===== src/blit_params.svh =====
// blitter widths and register numbers
// register numbers follow the host register map, with gaps left unused

`ifndef BLIT_PARAMS_SVH
`define BLIT_PARAMS_SVH

`define BLIT_DATA_W     16              // vram and register word
`define BLIT_ADDR_W     16              // vram address
`define BLIT_LINES_W    15              // line count, stored minus one
`define BLIT_NIB        4               // nibbles per word, write mask width
`define BLIT_T_W        8               // transparency byte
`define BLIT_SHIFT_W    2               // nibble shift count

`define BLIT_REG_CTRL   4'd0
`define BLIT_REG_SHIFT  4'd1
`define BLIT_REG_MOD_B  4'd3
`define BLIT_REG_MOD_D  4'd5
`define BLIT_REG_SRC_A  4'd6
`define BLIT_REG_SRC_B  4'd7
`define BLIT_REG_VAL_C  4'd8
`define BLIT_REG_DST_D  4'd9
`define BLIT_REG_LINES  4'd10
`define BLIT_REG_WORDS  4'd11

`endif


===== src/blit_pkg.sv =====
// blitter types: data and address words, control and shift fields,
// the register word union, the job snapshot and the sequencer states

`include "blit_params.svh"

package blit_pkg;

    typedef logic [`BLIT_DATA_W-1:0] word_t;
    typedef logic [`BLIT_ADDR_W-1:0] addr_t;

    typedef struct packed {
        logic [`BLIT_T_W-1:0]   transp_t;   // transparency byte
        logic [1:0]             unused;
        logic                   transp_8b;  // 8-bit transparency test
        logic                   reserved;
        logic                   c_use_b;    // C replaced by shifted B
        logic                   b_not;      // invert B read from vram
        logic                   b_const;    // B is src_b, no reads
        logic                   a_const;    // A is always constant here
    } blit_ctrl_t;

    typedef struct packed {
        logic [`BLIT_NIB-1:0]       l_mask;     // first word of line
        logic [`BLIT_NIB-1:0]       r_mask;     // last word of line
        logic [5:0]                 unused;
        logic [`BLIT_SHIFT_W-1:0]   count;      // right shift in nibbles
    } blit_shift_t;

    // one host data word, seen as raw data, control or shift fields
    typedef union packed {
        word_t          word;
        blit_ctrl_t     ctrl;
        blit_shift_t    shift;
    } blit_reg_word_u;

    typedef struct packed {
        blit_ctrl_t                 ctrl;
        blit_shift_t                shift;
        word_t                      mod_b;
        word_t                      mod_d;
        word_t                      src_a;      // constant A value
        addr_t                      src_b;      // B address, or B constant
        word_t                      val_c;
        addr_t                      dst_d;
        logic [`BLIT_LINES_W-1:0]   lines;      // lines minus one
        word_t                      words;      // words per line minus one
    } blit_job_t;

    typedef enum logic [2:0] {
        IDLE,
        SETUP,
        LINE_BEG,
        WAIT_RD_B,
        WAIT_WR_D,
        LINE_END
    } blit_state_t;

endpackage


===== src/blit_datapath.sv =====
// blitter write-data path
// nibble shifter for B reads, A AND B XOR C logic operation,
// transparency test and nibble write mask

`timescale 1ns/100ps

`include "blit_params.svh"

module blit_datapath
    import blit_pkg::*;
(
    input  logic                    clk,
    input  logic                    reset_i,
    input  blit_job_t               job_i,
    input  word_t                   vram_data_i,
    input  logic                    load_i,         // job start
    input  logic                    line_start_i,
    input  logic                    b_take_i,       // B read data valid
    input  logic                    first_word_i,
    input  logic                    last_word_i,
    output word_t                   wr_data_o,
    output logic [`BLIT_NIB-1:0]    wr_mask_o
);

    localparam int SPILL_W = `BLIT_DATA_W - 4;

    blit_ctrl_t             ctrl;
    blit_shift_t            shift;
    word_t                  val_a;
    word_t                  val_b;
    word_t                  val_c;
    word_t                  val_t;                  // B XOR TT, zero where transparent
    word_t                  tt;
    logic [SPILL_W-1:0]     spill;
    logic [`BLIT_DATA_W+SPILL_W-1:0] shift_wide;
    word_t                  shift_word;
    logic [`BLIT_NIB-1:0]   transp_nib;

    assign tt = {ctrl.transp_t, ctrl.transp_t};

    // spill nibbles from the previous word fill the top of this one
    assign shift_wide = {vram_data_i, {SPILL_W{1'b0}}} >> {shift.count, 2'b00};
    assign shift_word = shift_wide[`BLIT_DATA_W+SPILL_W-1:SPILL_W] | {spill, 4'b0000};

    always_ff @(posedge clk) begin
        if (reset_i) begin
            ctrl  <= '0;
            shift <= '0;
            val_t <= '0;
        end else if (load_i) begin
            ctrl  <= job_i.ctrl;
            shift <= job_i.shift;
            val_a <= job_i.src_a;
            val_b <= job_i.src_b;               // constant B is used as written
            val_c <= job_i.val_c;
            val_t <= job_i.src_b ^ {job_i.ctrl.transp_t, job_i.ctrl.transp_t};
        end else if (line_start_i) begin
            spill <= '0;
        end else if (b_take_i) begin
            val_b <= ctrl.b_not ? ~shift_word : shift_word;
            val_t <= shift_word ^ tt;
            spill <= shift_wide[SPILL_W-1:0];
            if (ctrl.c_use_b) begin
                val_c <= shift_word;
            end
        end
    end

    always_comb begin
        if (ctrl.transp_8b) begin
            transp_nib = {{2{|val_t[15:8]}}, {2{|val_t[7:0]}}};
        end else begin
            transp_nib = {|val_t[15:12], |val_t[11:8], |val_t[7:4], |val_t[3:0]};
        end
    end

    assign wr_data_o = (val_a & val_b) ^ val_c;
    assign wr_mask_o = (first_word_i ? shift.l_mask : {`BLIT_NIB{1'b1}})
                     & (last_word_i ? shift.r_mask : {`BLIT_NIB{1'b1}})
                     & transp_nib;

endmodule


===== src/blit_regs.sv =====
// host register file of the blitter
// collects one pending job and holds it queued until the sequencer takes it

`timescale 1ns/100ps

`include "blit_params.svh"

module blit_regs
    import blit_pkg::*;
(
    input  logic            clk,
    input  logic            reset_i,
    input  logic            reg_wr_i,       // one-cycle write strobe
    input  logic [3:0]      reg_num_i,
    input  blit_reg_word_u  reg_data_i,
    input  logic            take_i,         // job copied by the sequencer
    output blit_job_t       job_o,
    output logic            queued_o
);

    always_ff @(posedge clk) begin
        if (reset_i) begin
            job_o    <= '0;
            queued_o <= 1'b0;
        end else begin
            if (take_i) begin
                queued_o <= 1'b0;
            end

            // a words write in the take cycle queues the next job
            if (reg_wr_i) begin
                case (reg_num_i)
                    `BLIT_REG_CTRL: begin
                        job_o.ctrl  <= reg_data_i.ctrl;
                    end
                    `BLIT_REG_SHIFT: begin
                        job_o.shift <= reg_data_i.shift;
                    end
                    `BLIT_REG_MOD_B: begin
                        job_o.mod_b <= reg_data_i.word;
                    end
                    `BLIT_REG_MOD_D: begin
                        job_o.mod_d <= reg_data_i.word;
                    end
                    `BLIT_REG_SRC_A: begin
                        job_o.src_a <= reg_data_i.word;
                    end
                    `BLIT_REG_SRC_B: begin
                        job_o.src_b <= reg_data_i.word;
                    end
                    `BLIT_REG_VAL_C: begin
                        job_o.val_c <= reg_data_i.word;
                    end
                    `BLIT_REG_DST_D: begin
                        job_o.dst_d <= reg_data_i.word;
                    end
                    `BLIT_REG_LINES: begin
                        job_o.lines <= reg_data_i.word[`BLIT_LINES_W-1:0];
                    end
                    `BLIT_REG_WORDS: begin
                        job_o.words <= reg_data_i.word;
                        queued_o    <= 1'b1;    // job complete, ready to run
                    end
                    default: begin
                    end
                endcase
            end
        end
    end

endmodule


===== src/blit_sequencer.sv =====
// blitter job sequencer
// walks lines and words of a job, issues vram reads of B and writes of D,
// steps the addresses and reports busy and done

`timescale 1ns/100ps

`include "blit_params.svh"

module blit_sequencer
    import blit_pkg::*;
(
    input  logic        clk,
    input  logic        reset_i,
    input  blit_job_t   job_i,
    input  logic        queued_i,
    output logic        take_o,
    input  logic        vram_ack_i,
    output logic        vram_sel_o,
    output logic        vram_wr_o,
    output addr_t       vram_addr_o,
    output logic        load_o,
    output logic        line_start_o,
    output logic        b_take_o,
    output logic        first_word_o,
    output logic        last_word_o,
    output logic        busy_o,
    output logic        done_o
);

    blit_state_t                state;
    addr_t                      src_b;
    addr_t                      dst_d;
    word_t                      mod_b;
    word_t                      mod_d;
    logic                       b_const;
    word_t                      words;
    logic [`BLIT_LINES_W:0]     lines;      // msb set on underflow
    logic [`BLIT_DATA_W:0]      count;      // msb set on underflow

    assign busy_o       = (state != IDLE);
    assign take_o       = (state == SETUP);
    assign load_o       = (state == SETUP);
    assign line_start_o = (state == LINE_BEG);
    assign b_take_o     = (state == WAIT_RD_B) && vram_ack_i;
    assign last_word_o  = count[`BLIT_DATA_W];

    // both counts are stored minus one, so underflow marks the last pass
    always_ff @(posedge clk) begin
        if (reset_i) begin
            state        <= IDLE;
            vram_sel_o   <= 1'b0;
            vram_wr_o    <= 1'b0;
            vram_addr_o  <= '0;
            done_o       <= 1'b0;
            first_word_o <= 1'b0;
            lines        <= '0;
            count        <= '0;
        end else begin
            done_o <= 1'b0;
            case (state)
                IDLE: begin
                    if (queued_i) begin
                        state <= SETUP;
                    end
                end
                SETUP: begin
                    src_b   <= job_i.src_b;
                    dst_d   <= job_i.dst_d;
                    mod_b   <= job_i.mod_b;
                    mod_d   <= job_i.mod_d;
                    b_const <= job_i.ctrl.b_const;
                    words   <= job_i.words;
                    lines   <= {1'b0, job_i.lines};
                    state   <= LINE_BEG;
                end
                LINE_BEG: begin
                    lines        <= lines - 1'b1;
                    count        <= {1'b0, words} - 1'b1;
                    first_word_o <= 1'b1;
                    vram_sel_o   <= 1'b1;
                    if (!b_const) begin
                        vram_wr_o   <= 1'b0;        // read B first
                        vram_addr_o <= src_b;
                        state       <= WAIT_RD_B;
                    end else begin
                        vram_wr_o   <= 1'b1;
                        vram_addr_o <= dst_d;
                        state       <= WAIT_WR_D;
                    end
                end
                WAIT_RD_B: begin
                    if (vram_ack_i) begin
                        src_b       <= src_b + 1'b1;
                        vram_wr_o   <= 1'b1;        // now write D
                        vram_addr_o <= dst_d;
                        state       <= WAIT_WR_D;
                    end
                end
                WAIT_WR_D: begin
                    if (vram_ack_i) begin
                        dst_d        <= dst_d + 1'b1;
                        count        <= count - 1'b1;
                        first_word_o <= 1'b0;
                        if (last_word_o) begin
                            vram_sel_o <= 1'b0;
                            vram_wr_o  <= 1'b0;
                            state      <= LINE_END;
                        end else if (!b_const) begin
                            vram_wr_o   <= 1'b0;
                            vram_addr_o <= src_b;
                            state       <= WAIT_RD_B;
                        end else begin
                            vram_addr_o <= dst_d + 1'b1;    // next constant write
                        end
                    end
                end
                LINE_END: begin
                    src_b <= src_b + mod_b;
                    dst_d <= dst_d + mod_d;
                    if (lines[`BLIT_LINES_W]) begin
                        done_o <= 1'b1;
                        state  <= queued_i ? SETUP : IDLE;
                    end else begin
                        state <= LINE_BEG;
                    end
                end
                default: begin
                    state <= IDLE;
                end
            endcase
        end
    end

endmodule


===== src/blitter.sv =====
// blitter top level
// job register file, job sequencer and write-data path

`timescale 1ns/100ps

`include "blit_params.svh"

module blitter
    import blit_pkg::*;
(
    input  logic                    clk,
    input  logic                    reset_i,
    input  logic                    reg_wr_i,
    input  logic [3:0]              reg_num_i,
    input  word_t                   reg_data_i,
    output logic                    busy_o,
    output logic                    full_o,         // a job is queued
    output logic                    done_o,
    output logic                    vram_sel_o,
    input  logic                    vram_ack_i,
    output logic                    vram_wr_o,
    output addr_t                   vram_addr_o,
    output logic [`BLIT_NIB-1:0]    vram_mask_o,
    input  word_t                   vram_data_i,
    output word_t                   vram_data_o
);

    blit_job_t  job;
    logic       take;
    logic       load;
    logic       line_start;
    logic       b_take;
    logic       first_word;
    logic       last_word;

    blit_regs u_regs (
        .clk        (clk),
        .reset_i    (reset_i),
        .reg_wr_i   (reg_wr_i),
        .reg_num_i  (reg_num_i),
        .reg_data_i (reg_data_i),
        .take_i     (take),
        .job_o      (job),
        .queued_o   (full_o)
    );

    blit_sequencer u_sequencer (
        .clk            (clk),
        .reset_i        (reset_i),
        .job_i          (job),
        .queued_i       (full_o),
        .take_o         (take),
        .vram_ack_i     (vram_ack_i),
        .vram_sel_o     (vram_sel_o),
        .vram_wr_o      (vram_wr_o),
        .vram_addr_o    (vram_addr_o),
        .load_o         (load),
        .line_start_o   (line_start),
        .b_take_o       (b_take),
        .first_word_o   (first_word),
        .last_word_o    (last_word),
        .busy_o         (busy_o),
        .done_o         (done_o)
    );

    blit_datapath u_datapath (
        .clk            (clk),
        .reset_i        (reset_i),
        .job_i          (job),
        .vram_data_i    (vram_data_i),
        .load_i         (load),
        .line_start_i   (line_start),
        .b_take_i       (b_take),
        .first_word_i   (first_word),
        .last_word_i    (last_word),
        .wr_data_o      (vram_data_o),
        .wr_mask_o      (vram_mask_o)
    );

endmodule


===== config.mk =====
export PLATFORM = sky130hd
export DESIGN_NAME = blitter
export DESIGN_NICKNAME = d
export VERILOG_FILES = /design/src/blit_pkg.sv /design/src/blit_datapath.sv /design/src/blit_regs.sv /design/src/blit_sequencer.sv /design/src/blitter.sv
export VERILOG_INCLUDE_DIRS = /design/src /design/src/src
export SDC_FILE = /design/constraint.sdc
export NUM_CORES = 1
export LEC_CHECK = 0
export ABC_AREA = 1
export BUFFER_PORTS_ARGS = -buffer_cell sky130_fd_sc_hd__buf_2
export CORE_MARGIN = 2
export CORE_UTILIZATION = 25
export DETAILED_ROUTE_END_ITERATION = 7
export PLACE_DENSITY = 0.37
export SYNTH_ARGS = -nofsm -noshare
export SYNTH_HDL_FRONTEND = slang
export SYNTH_SLANG_ARGS = --single-unit

===== constraint.sdc =====
create_clock -name clk -period 6.8 [get_ports clk]
set_input_delay 0.34 -clock clk [delete_from_list [all_inputs] [get_ports clk]]
set_output_delay 0.34 -clock clk [all_outputs]
set_load 0.05 [all_outputs]

==> metrics.txt <==
# TYPE chip_impl_metric gauge
chip_impl_info{name="critPathKind",value="reg -> reg"} 1
chip_impl_metric{name="layout.area.seq",unit="sq um"} 9100
chip_impl_metric{name="final.setup.tns",unit="ps"} 0
chip_impl_metric{name="pd_cells",unit="nW/um^2"} 400
chip_impl_info{name="timing.critical_path.from_type",value="register"} 1
chip_impl_metric{name="filler_cell_count",unit=""} 8014
chip_impl_info{name="violations",value="design-rule violations"} 1
chip_impl_metric{name="finalCriticalPeriod",unit="ps"} 3450
chip_impl_info{name="status",value="finished, violations left"} 1
chip_impl_metric{name="worst-path-buf-inv",unit=""} 2
chip_impl_info{name="worst_path_cell_chain",value="buf_4, nor2_1, nand2_2, buf_4, nand2_1, a21oi_1"} 1
chip_impl_info{name="cp_top_family",value="compound AO/OA/AOI/OAI gates"} 1
chip_impl_metric{name="finalPower",unit="mW"} 8.55
chip_impl_metric{name="layoutNonFillerInstCount",unit=""} 3437
chip_impl_metric{name="critPathArrivalTime",unit="ps"} 3680
chip_impl_metric{name="clk_pin_slew_worst_paths",unit="ps"} 60
chip_impl_metric{name="grt_pass1_vias",unit=""} 15513
chip_impl_metric{name="synth_xor_area_frac",unit=""} 0.0199
chip_impl_info{name="crit_path_frequent_cell",value="sky130_fd_sc_hd__buf_4"} 1
chip_impl_metric{name="synth-seq-area-share",unit=""} 0.492
chip_impl_metric{name="layout-drive-gt1-share",unit=""} 0.0815
chip_impl_metric{name="post-synth-top-area-fraction",unit=""} 0.263
chip_impl_metric{name="hpwl",unit="um"} 46300
chip_impl_metric{name="die_y",unit="um"} 276
chip_impl_metric{name="number_of_vias_per_cell",unit=""} 4.71
chip_impl_metric{name="syn_avg_cell_area",unit="sq um"} 7.69
chip_impl_metric{name="synthArstFlopShare",unit=""} 0
chip_impl_metric{name="fin_skew",unit="ps"} 29.1
chip_impl_metric{name="synth.mux.area_fraction",unit=""} 0
chip_impl_metric{name="count_of_input_and_output_buffers",unit=""} 80
chip_impl_info{name="main_combinational_cell_family_by_area_after_synthesis",value="simple AND/OR/NAND/NOR gates"} 1
chip_impl_info{name="dominantRegCellSynth",value="sky130_fd_sc_hd__dfxtp_1"} 1
chip_impl_metric{name="drtAntennaViolNets",unit=""} 0
chip_impl_metric{name="postCtsHoldBufs",unit=""} 0
chip_impl_metric{name="antenna_cells",unit=""} 0
chip_impl_metric{name="synth_fa_ha_area_frac",unit=""} 0.0245
chip_impl_metric{name="finalHoldViolCount",unit=""} 0
chip_impl_metric{name="track_usage",unit=""} 0.174
chip_impl_info{name="root_buffer",value="sky130_fd_sc_hd__clkbuf_16"} 1
chip_impl_metric{name="grt.overflow.total",unit=""} 0
chip_impl_metric{name="place_worst_setup_slack",unit="ps"} 3310
chip_impl_metric{name="leakage",unit="nW"} 8.91
chip_impl_metric{name="via_count",unit=""} 16200
chip_impl_info{name="grt_setup_unrepaired",value="false"} 1
chip_impl_info{name="critPathCaptureType",value="register"} 1
chip_impl_metric{name="die-area",unit="sq um"} 76200
chip_impl_metric{name="clock_sink_count",unit=""} 384
chip_impl_metric{name="die_x",unit="um"} 276
chip_impl_metric{name="worst_pin_slew",unit="ps"} 1150
chip_impl_metric{name="synth_enable_flop_cells",unit=""} 141
chip_impl_metric{name="post-route-drc-count",unit=""} 4
chip_impl_metric{name="multi_input_area",unit="sq um"} 8080
chip_impl_metric{name="min_period_over_period",unit=""} 0.507
chip_impl_metric{name="globalplace.congestion",unit=""} 0.839
chip_impl_metric{name="largest_net_degree_at_the_start_of_global_routing",unit=""} 80
chip_impl_metric{name="core",unit="sq um"} 73100
chip_impl_metric{name="vdd_ir_drop_max",unit="mV"} 0.272
chip_impl_metric{name="worstPathRequired",unit="ps"} 7030
chip_impl_metric{name="drtPass1Iterations",unit=""} 8
chip_impl_info{name="netlist_top_cells_area",value="sky130_fd_sc_hd__dfxtp_1, sky130_fd_sc_hd__edfxtp_1, sky130_fd_sc_hd__o21ai_0, sky130_fd_sc_hd__nand2_1, sky130_fd_sc_hd__nor2_1"} 1
chip_impl_metric{name="postRouteWirelength",unit="um"} 67200
chip_impl_metric{name="dp.cells",unit=""} 3349
chip_impl_metric{name="critPathMaxStageDelay",unit="ps"} 1030
chip_impl_metric{name="clockBufferDepth",unit=""} 3
chip_impl_metric{name="antenna_found_initial",unit=""} 6
chip_impl_metric{name="setup_violations",unit=""} 0
chip_impl_metric{name="routed_wire_length_per_instance",unit="um"} 19.6
chip_impl_metric{name="synth.net_count",unit=""} 2480
chip_impl_metric{name="boundaryPins",unit=""} 81
chip_impl_metric{name="h-tree-depth",unit=""} 2
chip_impl_info{name="post-synth-top-area-cell",value="sky130_fd_sc_hd__dfxtp_1"} 1
chip_impl_metric{name="fmaxAchievable",unit="MHz"} 290
chip_impl_metric{name="worst_slew_margin_rel",unit=""} 0.232
chip_impl_metric{name="post-cts-setup-buffers",unit=""} 0
chip_impl_metric{name="synth_compound_area_frac",unit=""} 0.154
chip_impl_metric{name="synthSimpleGateAreaFrac",unit=""} 0.238
chip_impl_info{name="mostFrequentLayoutCells",value="sky130_fd_sc_hd__nand2_1, sky130_fd_sc_hd__nor2_1, sky130_fd_sc_hd__o21ai_0"} 1
chip_impl_metric{name="cap_violations",unit=""} 0
chip_impl_metric{name="detail_route.iter0.violations",unit=""} 1177
chip_impl_metric{name="timing.final.ws_setup",unit="ps"} 3350
chip_impl_metric{name="numCtsBuffers",unit=""} 48
chip_impl_metric{name="yosysWarnings",unit=""} 0
chip_impl_metric{name="floorplan.initialDensity",unit=""} 0.253
chip_impl_metric{name="postCtsResizedCells",unit=""} 0
chip_impl_metric{name="final_nets",unit=""} 2515
chip_impl_info{name="cts_tree",value="built"} 1
chip_impl_metric{name="slew_viol_final",unit=""} 0
chip_impl_metric{name="area_growth",unit="%"} 15.5
chip_impl_metric{name="count_of_different_cell_masters_after_synthesis",unit=""} 45
chip_impl_info{name="hp-class",value="in -> reg"} 1
chip_impl_metric{name="clkLatencyLatePin",unit="ps"} 620
chip_impl_metric{name="core.rowCount",unit=""} 99
chip_impl_info{name="crit_path_top_delay_cell",value="sky130_fd_sc_hd__a21oi_1"} 1
chip_impl_metric{name="global_route_wire_length_before_repair",unit="um"} 101000
chip_impl_info{name="most_common_library_cell_in_the_layout_ignoring_fill_and_taps",value="sky130_fd_sc_hd__nand2_1"} 1
chip_impl_metric{name="ys_seq_elements",unit=""} 384
chip_impl_metric{name="crit_path_max_fanout",unit=""} 44
chip_impl_metric{name="number_of_instances_in_the_synthesized_netlist",unit=""} 2405
chip_impl_metric{name="synth.cell_area",unit="sq um"} 18500
-- registers in the layout (all words and copies together) (netlist names), 11 cells and up --
signal	cells
u_sequencer.mod_b	16
u_sequencer.words	16
u_datapath.val_b	16
u_sequencer.dst_d	16
u_datapath.val_t	16
u_sequencer.lines	16
u_datapath.val_a	16
u_sequencer.mod_d	16
u_sequencer.src_b	16
u_regs.job_o	149
u_sequencer.vram_addr_o	16
u_datapath.spill	12
u_datapath.val_c	16
u_sequencer.count	17
u_datapath.ctrl	11
-- cell families after synthesis --
logic type	count (synthesis)
AO/OA/AOI/OAI	538
XOR/XNOR	42
adder cells (fa/ha/maj)	35
buffers and inverters	346
flip-flops	384
AND/OR/NAND/NOR	1060
-- layer usage --
layer  vias up  share of wire  global-route usage
met5         -              0                   0
met4         0          0.022              0.0444
met3        77          0.049              0.0244
met2       412           0.44               0.268
met1      7677           0.49               0.253
li1       8034              -                   -
-- synthesized netlist by cell type (all sizes together), types with 2 or more instances --
| cell type | n |
|---|---|
| fa | 2 |
| o221ai | 3 |
| o21bai | 8 |
| nand4 | 11 |
| clkbuf | 77 |
| o211ai | 14 |
| a21oi | 135 |
| inv | 224 |
| ha | 33 |
| nor4 | 2 |
| a21o | 6 |
| nand3b | 17 |
| or4 | 4 |
| xnor2 | 18 |
| o21ai | 328 |
| nor3 | 19 |
| a221oi | 2 |
| dfxtp | 243 |
| nor2 | 419 |
| xor2 | 24 |
| a31oi | 24 |
| o22ai | 13 |
| edfxtp | 141 |
| nand3 | 150 |
| clkinv | 7 |
| nand2 | 428 |
| buf | 38 |
| or2 | 10 |
-- power by group --
group / internal (mW) / leakage, nW / switching, mW / total (mW)
logic: 0.764 / 4.86 / 2.21 / 2.97
registers: 2.80 / 3.29 / 0.214 / 3.01
clock network: 1.50 / 0.768 / 1.07 / 2.57
-- metrics by stage --
step,hold WS [ps],area [sq um],utilization
6_report,84.1,21400,0.292
5_1_grt,84.7,21400,0.292
4_1_cts,47.6,21400,0.292
3_3_place_gp,408,19800,0.271
3_5_place_dp,408,19800,0.271
2_1_floorplan,403,18500,-
-- cell type report --
cell class | instances | share of cell area
clock inverters | 12 | 0.00632
repair buffers | 100 | 0.0258
clock buffers | 76 | 0.0673
multi-input cells | 1675 | 0.378
inverters | 231 | 0.0407
well taps | 959 | 0.0561
flip-flops and latches | 384 | 0.426
-- path summary, 6_finish.rpt --
check                                                       start                                  to  slack, ps  cells past startpoint
worst max-delay path            u_sequencer.state[2]$_SDFFE_PP0P_  u_datapath.spill[11]$_SDFFCE_PP0P_       3350                      6
worst min-delay path                               vram_data_i[0]   u_datapath.spill[0]$_SDFFCE_PN0P_         80                      3
worst max register to register  u_sequencer.state[2]$_SDFFE_PP0P_  u_datapath.spill[11]$_SDFFCE_PP0P_       3350                      6
worst min register to register      u_regs.job_o[79]$_SDFFE_PP0P_       u_datapath.val_a[0]$_DFFE_PP_        420                      0
-- worst register-to-register path, stage by stage (launching register included) --
cell and delay [ps]:
sky130_fd_sc_hd__dfxtp_1 300, sky130_fd_sc_hd__buf_4 320, sky130_fd_sc_hd__nor2_1 150, sky130_fd_sc_hd__nand2_2 360, sky130_fd_sc_hd__buf_4 480, sky130_fd_sc_hd__nand2_1 440
sky130_fd_sc_hd__a21oi_1 1030
No activity file was read; power rests on OpenSTA's default activity.
